[src/logic/tcpPkg.sv]
package tcpPkg;

	//////////////////////////////////////////////////
	// widths
	//////////////////////////////////////////////////
	localparam int byteW  = 8;
	localparam int ipW    = 32;
	localparam int portW  = 16;
	localparam int seqW   = 32;
	localparam int lenW   = 16;
	localparam int stateW = 6;
	localparam int fieldW = 3;

	//////////////////////////////////////////////////
	// parser states
	//////////////////////////////////////////////////
	localparam logic [stateW-1:0] sIdle     = 6'd0;	// waiting for newPkt
	localparam logic [stateW-1:0] sEthDst   = 6'd1;
	localparam logic [stateW-1:0] sEthSrc   = 6'd2;
	localparam logic [stateW-1:0] sEthType0 = 6'd3;	// high byte of ethertype or TPID
	localparam logic [stateW-1:0] sEthType1 = 6'd4;
	localparam logic [stateW-1:0] sVlan     = 6'd5;	// two byte 802.1Q TCI
	localparam logic [stateW-1:0] sIpHdr    = 6'd6;
	localparam logic [stateW-1:0] sIpOpt    = 6'd7;
	localparam logic [stateW-1:0] sTcpHdr   = 6'd8;
	localparam logic [stateW-1:0] sTcpOpt   = 6'd9;
	localparam logic [stateW-1:0] sPayload  = 6'd10;
	localparam logic [stateW-1:0] sDrop     = 6'd11;	// frame is not IPv4/TCP so wait for newPkt

	// header fields compared against the sessions
	localparam logic [fieldW-1:0] fieldNone    = 3'd0;
	localparam logic [fieldW-1:0] fieldSrcIp   = 3'd1;
	localparam logic [fieldW-1:0] fieldDstIp   = 3'd2;
	localparam logic [fieldW-1:0] fieldSrcPort = 3'd3;
	localparam logic [fieldW-1:0] fieldDstPort = 3'd4;

	//////////////////////////////////////////////////
	// protocol constants
	//////////////////////////////////////////////////
	localparam logic [15:0] ethTypeIpv4 = 16'h0800;
	localparam logic [15:0] ethTypeVlan = 16'h8100;
	localparam logic [7:0]  ipProtoTcp  = 8'h06;

	// IPv4 + TCP header bytes without any options
	localparam logic [lenW-1:0] ipTcpMinLen = 16'd40;

endpackage

[src/logic/hdrIf.sv]
interface hdrIf import tcpPkg::*; #(
	parameter int numSessions = 2
) ();

	logic [byteW-1:0]  byteData;
	logic              byteValid;
	logic [fieldW-1:0] field;	// header field of the current byte
	logic [1:0]        fieldIdx;	// byte within field counted msb first
	logic [seqW-1:0]   seqNum;
	logic              synFlag;
	logic              hdrEnd;	// last byte of TCP header incl. options
	logic [lenW-1:0]   payloadLen;
	logic              inPayload;

	// the session compare logic hangs off this bus
	if (numSessions < 1) begin : gSessCheck
		$error("hdrIf needs at least one session");
	end

	modport parser (output byteData, byteValid, field, fieldIdx, seqNum, synFlag,
		hdrEnd, payloadLen, inPayload);

	modport matcher (input byteData, byteValid, field, fieldIdx);

	modport tracker (input hdrEnd, seqNum, synFlag, payloadLen);

	modport emitter (input byteData, byteValid, hdrEnd, payloadLen, inPayload);

endinterface

[src/logic/frameParser.sv]
module frameParser import tcpPkg::*; (
	input  logic             CLOCK,
	input  logic             arstN,
	input  logic             newPkt,
	input  logic             dataValid,
	input  logic [byteW-1:0] data,
	hdrIf.parser             hdr
);

	logic [stateW-1:0] state;
	logic [4:0]        pos;	// byte position inside the current section
	logic [3:0]        optLeft;	// option words still to skip
	logic [lenW-1:0]   payLeft;
	logic [byteW-1:0]  typeHi;
	logic [3:0]        ihl;
	logic [3:0]        dataOff;
	logic [byteW-1:0]  proto;
	logic [lenW-1:0]   totLen;
	logic [seqW-1:0]   seqBuf;
	logic              syn;
	logic [lenW-1:0]   payLen;
	logic              take;
	logic              optDone;
	logic              tcpLast;

	// a byte arriving together with newPkt is not part of the frame
	assign take    = dataValid && !newPkt;
	assign optDone = (pos[1:0] == 2'd3) && (optLeft == 4'd1);
	assign payLen  = totLen - lenW'({ihl, 2'b00}) - lenW'({dataOff, 2'b00});

	always_comb begin
		tcpLast = 1'b0;
		if (state == sTcpHdr)
			tcpLast = (pos == 5'd19) && (dataOff <= 4'd5);
		else if (state == sTcpOpt)
			tcpLast = optDone;
	end

	assign hdr.byteData   = data;
	assign hdr.byteValid  = dataValid;
	assign hdr.seqNum     = seqBuf;
	assign hdr.synFlag    = syn;
	assign hdr.payloadLen = payLen;
	assign hdr.hdrEnd     = take && tcpLast;
	assign hdr.inPayload  = take && (state == sPayload);

	//////////////////////////////////////////////////
	// field strobes for the session compare
	//////////////////////////////////////////////////
	always_comb begin
		hdr.field    = fieldNone;
		hdr.fieldIdx = pos[1:0];
		if (!newPkt && state == sIpHdr) begin
			if (pos >= 5'd16)
				hdr.field = fieldDstIp;
			else if (pos >= 5'd12)
				hdr.field = fieldSrcIp;
		end else if (!newPkt && state == sTcpHdr && pos < 5'd4) begin
			hdr.field    = pos[1] ? fieldDstPort : fieldSrcPort;
			hdr.fieldIdx = {1'b0, pos[0]};
		end
	end

	//////////////////////////////////////////////////
	// header walk
	//////////////////////////////////////////////////
	always_ff @(posedge CLOCK or negedge arstN) begin
		if (!arstN) begin
			state   <= sIdle;
			pos     <= '0;
			optLeft <= '0;
			payLeft <= '0;
		end else if (newPkt) begin
			state <= sEthDst;
			pos   <= '0;
		end else if (dataValid) begin
			pos <= pos + 5'd1;
			case (state)
				sEthDst, sEthSrc: if (pos == 5'd5) begin
					state <= (state == sEthDst) ? sEthSrc : sEthType0;
					pos   <= '0;
				end
				sEthType0: state <= sEthType1;
				sEthType1: begin
					pos <= '0;
					if ({typeHi, data} == ethTypeVlan)
						state <= sVlan;	// soak up the tag and read the ethertype after it
					else if ({typeHi, data} == ethTypeIpv4)
						state <= sIpHdr;
					else
						state <= sDrop;
				end
				sVlan: if (pos == 5'd1) begin
					state <= sEthType0;
					pos   <= '0;
				end
				sIpHdr: if (pos == 5'd19) begin
					pos <= '0;
					if (proto != ipProtoTcp || totLen < ipTcpMinLen)
						state <= sDrop;
					else if (ihl > 4'd5) begin
						state   <= sIpOpt;
						optLeft <= ihl - 4'd5;
					end else
						state <= sTcpHdr;
				end
				sIpOpt: if (pos[1:0] == 2'd3) begin
					optLeft <= optLeft - 4'd1;
					if (optLeft == 4'd1) begin
						state <= sTcpHdr;
						pos   <= '0;
					end
				end
				sTcpHdr: if (pos == 5'd19) begin
					pos <= '0;
					if (dataOff > 4'd5) begin
						state   <= sTcpOpt;
						optLeft <= dataOff - 4'd5;
					end else begin
						state   <= (payLen != '0) ? sPayload : sIdle;
						payLeft <= payLen;
					end
				end
				sTcpOpt: if (pos[1:0] == 2'd3) begin
					optLeft <= optLeft - 4'd1;
					if (optDone) begin
						state   <= (payLen != '0) ? sPayload : sIdle;
						payLeft <= payLen;
					end
				end
				sPayload: begin
					payLeft <= payLeft - 1'b1;
					if (payLeft == 1) state <= sIdle;	// padding after this is ignored
				end
				default: state <= state;	// idle and drop hold until newPkt
			endcase
		end
	end

	// header fields captured as they pass
	always_ff @(posedge CLOCK) begin
		if (take && state == sEthType0)
			typeHi <= data;
		if (take && state == sIpHdr) begin
			case (pos)
				5'd0:       ihl    <= data[3:0];
				5'd2, 5'd3: totLen <= {totLen[byteW-1:0], data};
				5'd9:       proto  <= data;
				default: ;
			endcase
		end
		if (take && state == sTcpHdr) begin
			case (pos)
				5'd4, 5'd5, 5'd6, 5'd7: seqBuf <= {seqBuf[seqW-byteW-1:0], data};
				5'd12: dataOff <= data[7:4];
				5'd13: syn     <= data[1];
				default: ;
			endcase
		end
	end

	assert property (@(posedge CLOCK) disable iff (!arstN)
		(state == sPayload) |-> (payLeft != '0))
		else $error("payload counter empty in payload state");

endmodule

[src/logic/sessionMatch.sv]
module sessionMatch import tcpPkg::*; #(
	parameter int numSessions = 2
) (
	input  logic                               CLOCK,
	input  logic                               arstN,
	hdrIf.matcher                              hdr,
	input  logic [numSessions-1:0][ipW-1:0]    srcIp,
	input  logic [numSessions-1:0][ipW-1:0]    dstIp,
	input  logic [numSessions-1:0][portW-1:0]  srcPort,
	input  logic [numSessions-1:0][portW-1:0]  dstPort,
	output logic [numSessions-1:0]             match
);

	localparam int flagW = 12;	// 4+4 address bytes, 2+2 port bytes

	for (genvar s = 0; s < numSessions; s++) begin : gSess
		logic [flagW-1:0] hit;
		logic [byteW-1:0] want;
		logic [3:0]       bitSel;

		// session byte that lines up with the current header byte
		always_comb begin
			want   = '0;
			bitSel = '0;
			case (hdr.field)
				fieldSrcIp: begin
					want   = srcIp[s][(3 - hdr.fieldIdx) * byteW +: byteW];
					bitSel = {2'b00, hdr.fieldIdx};
				end
				fieldDstIp: begin
					want   = dstIp[s][(3 - hdr.fieldIdx) * byteW +: byteW];
					bitSel = {2'b01, hdr.fieldIdx};
				end
				fieldSrcPort: begin
					want   = srcPort[s][(1 - hdr.fieldIdx[0]) * byteW +: byteW];
					bitSel = {3'b100, hdr.fieldIdx[0]};
				end
				fieldDstPort: begin
					want   = dstPort[s][(1 - hdr.fieldIdx[0]) * byteW +: byteW];
					bitSel = {3'b101, hdr.fieldIdx[0]};
				end
				default: ;
			endcase
		end

		always_ff @(posedge CLOCK or negedge arstN) begin
			if (!arstN)
				hit <= '0;
			else if (hdr.byteValid && hdr.field != fieldNone)
				hit[bitSel] <= (hdr.byteData == want);	// each frame rewrites every bit
		end

		assign match[s] = &hit;
	end

endmodule

[src/logic/seqTracker.sv]
module seqTracker import tcpPkg::*; #(
	parameter int numSessions = 2
) (
	input  logic                   CLOCK,
	input  logic                   arstN,
	hdrIf.tracker                  hdr,
	input  logic [numSessions-1:0] match,
	output logic [numSessions-1:0] gapped
);

	logic [numSessions-1:0][seqW-1:0] expected;	// next in-order seq per session
	logic [seqW-1:0]                  segEnd;

	assign segEnd = hdr.seqNum + {{(seqW-lenW){1'b0}}, hdr.payloadLen};

	//////////////////////////////////////////////////
	// per-session sequence follow
	//////////////////////////////////////////////////
	always_ff @(posedge CLOCK or negedge arstN) begin
		if (!arstN) begin
			expected <= '0;
			gapped   <= '0;
		end else if (hdr.hdrEnd) begin
			for (int s = 0; s < numSessions; s++) begin
				if (match[s] && hdr.synFlag) begin
					// SYN takes one sequence number
					expected[s] <= hdr.seqNum + 1'b1;
					gapped[s]   <= 1'b0;
				end else if (match[s]) begin
					gapped[s]   <= (hdr.seqNum != expected[s]);
					expected[s] <= segEnd;
				end
			end
		end
	end

	// one strobe per frame at the end of the header
	assert property (@(posedge CLOCK) disable iff (!arstN)
		hdr.hdrEnd |=> !hdr.hdrEnd)
		else $error("hdrEnd high on consecutive cycles");

endmodule

[src/logic/payloadOut.sv]
module payloadOut import tcpPkg::*; #(
	parameter int numSessions = 2
) (
	input  logic                   CLOCK,
	input  logic                   arstN,
	hdrIf.emitter                  hdr,
	input  logic [numSessions-1:0] match,
	output logic [byteW-1:0]       outData,
	output logic                   outPayload,
	output logic                   outNewPkt,
	output logic [numSessions-1:0] outMatch
);

	always_ff @(posedge CLOCK or negedge arstN) begin
		if (!arstN) begin
			outPayload <= 1'b0;
			outNewPkt  <= 1'b0;
			outMatch   <= '0;
		end else begin
			outPayload <= hdr.inPayload;
			outNewPkt  <= hdr.hdrEnd && (hdr.payloadLen != '0);	// no pulse for bare acks
			outMatch   <= hdr.inPayload ? match : '0;
		end
	end

	always_ff @(posedge CLOCK) begin
		if (hdr.byteValid)
			outData <= hdr.byteData;
	end

	// match flags must hold steady over the whole payload
	assert property (@(posedge CLOCK) disable iff (!arstN)
		hdr.inPayload |-> $stable(match))
		else $error("match changed during a payload");

endmodule

[src/logic/tcpStream.sv]
module tcpStream import tcpPkg::*; #(
	parameter int numSessions = 2
) (
	input  logic                               CLOCK,
	input  logic                               arstN,
	input  logic                               newPkt,
	input  logic                               dataValid,
	input  logic [byteW-1:0]                   data,
	input  logic [numSessions-1:0][ipW-1:0]    srcIp,
	input  logic [numSessions-1:0][ipW-1:0]    dstIp,
	input  logic [numSessions-1:0][portW-1:0]  srcPort,
	input  logic [numSessions-1:0][portW-1:0]  dstPort,
	output logic [byteW-1:0]                   outData,
	output logic                               outPayload,
	output logic                               outNewPkt,
	output logic [numSessions-1:0]             outMatch,
	output logic [numSessions-1:0]             gapped
);

	logic [numSessions-1:0] match;	// valid from dst port until next frame

	hdrIf #(.numSessions(numSessions)) hdrBus ();

	frameParser u_parser (
		.CLOCK, .arstN, .newPkt, .dataValid, .data,
		.hdr (hdrBus.parser)
	);

	sessionMatch #(.numSessions(numSessions)) u_match (
		.CLOCK, .arstN,
		.hdr (hdrBus.matcher),
		.srcIp, .dstIp, .srcPort, .dstPort,
		.match
	);

	seqTracker #(.numSessions(numSessions)) u_tracker (
		.CLOCK, .arstN,
		.hdr (hdrBus.tracker),
		.match, .gapped
	);

	payloadOut #(.numSessions(numSessions)) u_out (
		.CLOCK, .arstN,
		.hdr (hdrBus.emitter),
		.match, .outData, .outPayload, .outNewPkt, .outMatch
	);

endmodule

[config.mk]
export PLATFORM = sky130hd
export DESIGN_NAME = tcpStream
export DESIGN_NICKNAME = d
export VERILOG_FILES = /design/src/logic/tcpPkg.sv /design/src/logic/hdrIf.sv /design/src/logic/frameParser.sv /design/src/logic/sessionMatch.sv /design/src/logic/seqTracker.sv /design/src/logic/payloadOut.sv /design/src/logic/tcpStream.sv
export SDC_FILE = /design/constraint.sdc
export NUM_CORES = 1
export LEC_CHECK = 0
export BUFFER_PORTS_ARGS = -buffer_cell sky130_fd_sc_hd__clkbuf_2
export CORE_UTILIZATION = 50
export CTS_CLUSTER_DIAMETER = 150
export DETAILED_ROUTE_END_ITERATION = 7
export GPL_TIMING_DRIVEN = 1
export PLACE_DENSITY = 0.81
export SYNTH_ARGS = -nofsm -noshare
export SYNTH_HDL_FRONTEND = slang
export SYNTH_SLANG_ARGS = --single-unit
[constraint.sdc]
create_clock -name CLOCK -period 8 [get_ports CLOCK]
set_input_delay 1.2 -clock CLOCK [delete_from_list [all_inputs] [get_ports CLOCK]]
set_output_delay 1.2 -clock CLOCK [all_outputs]
set_load 0.02 [all_outputs]
* Word level (Yosys, flattened, before mapping) *
Cells that the tools add are included.

storage, ports and cells
  register bits = 206
  latch bits = 0
  memory bits (writable) = 0
  ROM bits = 0
  input port bits = 204
  memories kept = 0

cells by class
  add/sub/neg operators = 11
  $mul = 0
  div/mod/pow operators = 0
  magnitude comparators = 9
  equal/unequal tests = 53
  shift-type cells = 8
  multiplexer cells = 64
  bitwise logic cells = 1
  reductions and logical operators = 45

operator list
  operator                                                                 number
  16-bit by 33-bit indexed part select with 8-bit output                   4
  32-bit by 33-bit indexed part select with 8-bit output                   4
  32-bit 2-to-1 mux                                                        4
  6-bit 2-to-1 mux                                                         14
  16-bit 2-to-1 mux                                                        4
  32-bit inequality test                                                   2
  8-bit case mux with 4 select lines                                       2
  6-bit case mux with 9 select lines                                       1
  16-bit case mux with 3 select lines                                      1
  4-bit 2-to-1 mux                                                         9
  5-bit 2-to-1 mux                                                         7
  32-bit by 1-bit adder with 32-bit output, second input constant          1
  32-bit by 16-bit adder with 32-bit output                                1
  16-bit by 6-bit subtractor with 16-bit output                            2
  5-bit case mux with 5 select lines                                       1
  12-bit bitwise mux                                                       2
  6-bit by 3-bit == test with 1-bit output, second input constant          4
  3-bit by 2-bit inequality test with 1-bit output, second input constant  8
  12-bit AND reduction                                                     2
  5-bit by 3-bit == test with 1-bit output, second input constant          4
  6-bit by 4-bit == test with 1-bit output, second input constant          3
  16-bit by 1-bit == test with 1-bit output, second input constant         1
  16-bit by 12-bit == test with 1-bit output, second input constant        1
  16-bit == test, second input constant                                    1
  other kinds (51)                                                         108

* Depth between registers and ports, before layout *
  depth in word-level cells = 12
  mapped depth = 19
  gate-level depth less buffers = 19

* By module *
A second synthesis with hierarchy kept.

second synthesis, totals
  cells, all modules = 1,338
  area, all modules = 13,780.7 um^2

by module, submodules not included
  module        instances  cells each  area an instance (um^2)  sequential area each (um^2)
  frameParser   1          484         5,388.9                  2,917.8
  seqTracker    1          562         4,872.2                  1,651.6
  sessionMatch  1          272         3,129.3                  600.6
  payloadOut    1          20          390.4                    340.3

* Least setup slack after synthesis *
Ideal clock, no wire load.

  path kind = input-to-reg
  from = input port newPkt
  to = register u_parser.seqBuf[0] (netlist: u_parser.hdr.seqNum[0]), enable pin
  setup time = 0.461 ns
  data arrival time = 3.906 ns
  data required time = 7.539 ns
  setup slack = 3.633 ns
  stages = 4
  path buffers = 1
  cells stage by stage = clkbuf_1 nor2b_1 nand2_1 nor3_1

on the way
  longest elaborated chain between the ends = 4

ends and longest elaborated chain
  what                           line                text
  from (decl)                    tcpStream.sv:6      input logic newPkt,
  1-bit zero test                frameParser.sv:27   assign take = dataValid && !newPkt;
  1-bit logical AND              frameParser.sv:27
  1-bit logical AND              frameParser.sv:152  if (take && state == sTcpHdr) begin
  2-bit AND reduction (no line)  --
  to (signal assigned)           frameParser.sv:154  5'd4, 5'd5, 5'd6, 5'd7: seqBuf <= {seqBuf[seqW-byteW-1:0], data};
  to (decl)                      frameParser.sv:19   logic [seqW-1:0] seqBuf;

No other way between the ends.
A chain may end at the register's enable or synchronous reset.

* Worst setup path after layout *
  from = register u_parser.dataOff[1]
  to = register u_tracker.expected[23] (netlist bit)

on the way
  longest elaborated chain between the ends = 5
  elaborated cells on any way between the ends = 9
  classes of those cells = add/sub (2); order compare (1); mux (3); reduce/logical (3)

ends and longest elaborated chain
  what                                                                                               line                text
  from (decl)                                                                                        frameParser.sv:16   logic [3:0] dataOff;
  from (signal assigned)                                                                             frameParser.sv:155  5'd12: dataOff <= data[7:4];
  parallel branches: the longest is 5 deep, another holds 32-bit by 16-bit adder with 32-bit output  --
  to (signal, indexed assignment)                                                                    seqTracker.sv:27    expected[s] <= hdr.seqNum + 1'b1;
  to (signal, indexed assignment)                                                                    seqTracker.sv:31    expected[s] <= segEnd;
  to (decl)                                                                                          seqTracker.sv:11    logic [numSessions-1:0][seqW-1:0] expected;

Several ways; the timed one is not identified. The select of a mux whose other input is x is not followed.

==> results.md <==
- Post-cts gate resize count: 0
- Seq pwr share: 45.9%
- Clk pwr share: 45.9%
- WL/cell: between 20 and 25 µm
- Remaining global-route overflow: 0
- Final critical-path share of the clock period: a little over three fifths
- Largest delay share family, worst path: simple AND/OR/NAND/NOR gates
- Leading cell types in the layout, fill and taps excluded: 216 x clkbuf_2, 150 x nand2_1, 125 x nor2_1
- Total Die Area: 28100 µm²
- Synthesized area: 13700 µm²
- Hold Violations, Final: 0
- Post-synth ARST share: 60.3%
- Critical path data required time: 8.45 ns
- All-Layer GR Usage: ~32%
- Placed Instance Area: 15000 µm²
- Slew at the pin with the worst max-slew slack: 1.28 ns
- Non-Filler Cell Area, Final: 15700 µm²
- Synthesized instance count: between 1000 and 1500
- Final Setup Violations: 0
- Die height: 168 µm
- Count of buffers inserted at the top-level ports: 217
- Layout cells sized above 1: 21.7%
- Post-CTS setup repair buffer count: 0
- Number of detailed-routing iterations run before antenna repair: 6
- Sequence of cells on the critical path: inv_1 > fa_1 > ha_1 > o21a_1 > o211ai_1 > nand3b_1 > or2_2 > o21ai_0 > o21ai_0 > ha_1 > and3_1 > o211ai_1 > nand2_1 > o221ai_1 > nor2_1 > a21oi_1 > or3_1 > a31oi_1
- Internal portion of total power: 1.82 mW
- Leakage power summed over all cells: 6.63 nW
- Peak Freq: between 0.15 and 0.2 GHz
- Pins Over Slew Limit: 0
- Overall routed net length: 44600 µm
- Kind of path behind the tightest hold check: reg2reg
- Sum of internal, switching and leakage power: 2.40 mW
- Post-route setup slack: 2.95 ns
- Commonest non-fill, non-tap cell in the layout: clkbuf_2
- Hold Buf Count CTS: 0
- Number of buffers inserted during clock tree synthesis: 23
- Clock Skews: between 0.008 and 0.009 ns
- Post-layout min period: 5.05 ns
- Slowest Stage Delay on Critical Path: 0.47 ns
- Worst-Skew Late Latency: 0.53 ns
- ANT nets after route: 0
- Startpoint types: flop
- Remaining routing DRC violations: 0
- Setup TNS: 0 ns
- Data arrival at the endpoint of the critical path: 5.50 ns
- Util after Layout: approximately three fifths
- Detailed-placement wirelength estimate: about 33000 µm
- Worst IR drop on VDD: around 0.00018 V
- Fraction of power spent switching nets: 24.1%
- Number of global-route vias before repair: 12400
- Total net switching power: 0.576 mW
- CTS sink count: ~200
- Synthesized net count: roughly 1700
- Synth-to-layout area growth: 14.9%
- Reg clk slew, reported paths: approximately 0.07 ns
- Deepest level of the CTS H-tree: 1
- First-iteration detailed-routing DRC count: 1314
- Power per Cell Area: 152 nW/µm²
- Mapped Avg Cell Area: around 9.5 µm²
- Number of primary I/O pins: 218
- Routed vias/inst: around 6.4
- CP endpoint kind: flop
- Proportion of power drawn by combinational gates: 8.2%
- Crit-path max FO: 9
- Number of flops mapped to enable cells by yosys: 81
- GPL Wtd Cong: 1.00
- Result of the run: completed
- Unrepaired setup endpoints after global routing: no
- Global-route wire length before repair: 69400 µm
- Clock Path Buffers: 3
- Pin count of the biggest net entering global routing: 72
- Initial antenna violation count: 2
- Placed cells: 1919
- Main flop type after synthesis: dfrtp_1
- Hold WS: 0.481 ns
- Headroom to the max-slew limit: 14.8%
- Sequential area share after synthesis: approximately 40%
- Floorplan Core Area: 27000 µm²
- Total of flip-flops plus latches after synthesis: just over 200
- CTS tree: done
- Worst path slowest cell: fa_1
- Yosys warning count: 0
- Effective utilization at floorplan: 50.8%
- Total vias in the final route: 12500
- Total buffers and inverters traversed by the critical path: 1
- Post-layout nets: 1851
- Max-cap violations: 0
- Synth unique cells: 73
- Worst setup slack before clock tree synthesis: a little over 3 ns
- Library cell used as clock root buffer: clkbuf_16
- Finished Layout Cells: around 2000
- Worst Path Class, Setup: reg2reg
- Die Span X: 168 µm
- Placement Rows: 60
-- flip-flops by register name, indices dropped and copies added, names as in the netlist, 5 cells and up --
signal               cells
u_parser.payLeft        16
u_parser.hdr.seqNum     32
u_parser.pos             5
u_tracker.expected      64
u_parser.totLen         16
u_parser.typeHi          8
u_out.outData            8
u_match.gSess.hit       24
u_parser.proto           8
-- cells in the mapped netlist, types with 4 or more instances --
| cell | number | area share (%) |
|---|---|---|
| fa_1 | 5 | 0.73 |
| a211o_1 | 5 | 0.32 |
| mux4_2 | 36 | 5.9 |
| nand2b_1 | 6 | 0.27 |
| ha_1 | 39 | 3.6 |
| nand4_1 | 28 | 1.3 |
| or3_1 | 16 | 0.73 |
| nor2_1 | 125 | 3.4 |
| mux2_1 | 10 | 0.82 |
| nor4_1 | 34 | 1.6 |
| inv_1 | 30 | 0.82 |
| xnor2_1 | 37 | 2.4 |
| o211ai_1 | 9 | 0.49 |
| buf_1 | 7 | 0.19 |
| mux2_2 | 21 | 1.7 |
| a32oi_1 | 4 | 0.26 |
| edfxtp_1 | 81 | 18 |
| nand4b_1 | 4 | 0.26 |
| nor2b_1 | 6 | 0.27 |
| or2_2 | 6 | 0.27 |
| nor3_1 | 40 | 1.5 |
| a21oi_1 | 79 | 2.9 |
| a31oi_1 | 22 | 1.0 |
| nand2_1 | 150 | 4.1 |
| buf_2 | 8 | 0.29 |
| and3_1 | 14 | 0.64 |
| a22oi_1 | 13 | 0.71 |
| a22o_1 | 6 | 0.38 |
| a221o_1 | 4 | 0.29 |
| nand3_1 | 47 | 1.7 |
| o21ai_0 | 111 | 4.1 |
| xor2_1 | 97 | 6.2 |
| o21bai_1 | 5 | 0.27 |
| dfrtp_1 | 123 | 22 |
| mux2i_1 | 15 | 1.1 |
| a221oi_1 | 8 | 0.51 |
| o22ai_1 | 15 | 0.69 |
| o31ai_1 | 7 | 0.38 |
| a211oi_1 | 8 | 0.44 |
| clkbuf_1 | 76 | 2.1 |
| o21a_1 | 11 | 0.60 |
| a21o_1 | 15 | 0.82 |
| and2_1 | 11 | 0.50 |
-- worst register-to-register path, stage by stage (launching register included) --
cell and delay (ns):
edfxtp_1 0.38, inv_1 0.13, fa_1 0.47, ha_1 0.37, o21a_1 0.23, o211ai_1 0.25, nand3b_1 0.17, or2_2 0.31
o21ai_0 0.14, o21ai_0 0.18, ha_1 0.45, and3_1 0.24, o211ai_1 0.10, nand2_1 0.07, o221ai_1 0.10, nor2_1 0.45
a21oi_1 0.35, or3_1 0.40, a31oi_1 0.18
-- kinds of logic (layout without fill, tap and decap cells) --
logic type / Yosys count / in the layout / share of synthesized area (%)
flops: 204 / 204 / 40.2
simple gates: 512 / 512 / 18.4
fa+ha+maj: 44 / 44 / 4.29
buf+inv: 126 / 305 / 3.72
compound gates: 339 / 339 / 15.3
mux: 82 / 82 / 9.56
other cells: 0 / 2 / 0
xor+xnor: 134 / 134 / 8.57
-- per-layer routing --
metal / vias to the layer above / part of all wire, % / global-route usage [%]
met3: 173 / 8.8 / 4.87
li1: 5627 / - / -
met1: 5995 / 36 / 38.8
met4: 0 / 7.3 / 21.8
met2: 719 / 48 / 53.0
met5: - / 0 / 0
-- path summary, 6_finish.rpt --
path / from / end / slack (ns) / depth (start not counted)
setup / recovery: u_parser.dataOff[1]$_DFFE_PP_ / u_tracker.expected[23]$_DFFE_PN0P_ / 2.95 / 18
hold / removal: u_tracker.gapped[0]$_DFFE_PN0P_ / u_tracker.gapped[0]$_DFFE_PN0P_ / 0.48 / 2
setup reg to reg: u_parser.dataOff[1]$_DFFE_PP_ / u_tracker.expected[23]$_DFFE_PN0P_ / 2.95 / 18
hold reg to reg: u_tracker.gapped[0]$_DFFE_PN0P_ / u_tracker.gapped[0]$_DFFE_PN0P_ / 0.48 / 2
max in group asynchronous: arstN / u_parser.pos[1]$_DFFE_PN0N_ / 5.80 / 2
min in group asynchronous: arstN / u_tracker.expected[25]$_DFFE_PN0P_ / 0.71 / 1
-- power by group through the flow --
| stage | Sequential [mW] | Clock (mW) | Combinational, mW |
|---|---|---|---|
| global placement | 1.12 | 0 | 0.191 |
| CTS | 1.10 | 1.11 | 0.194 |
| floorplan | 1.12 | 0 | 0.0818 |
| finish | 1.10 | 1.10 | 0.196 |
| global route | 1.10 | 1.15 | 0.208 |
| detailed placement | 1.12 | 0 | 0.193 |
-- area by class of cell --
cell class	count	area, µm²
Clock buffer	26	597
Inverter	30	113
Fill cell	2275	11200
Tap cell	341	427
Clock inverter	16	180
Sequential cell	204	5510
Multi-Input combinational cell	1111	7690
Antenna cell	2	5.00
Timing Repair Buffer	233	1210
Power figures use the tool's default switching activity.
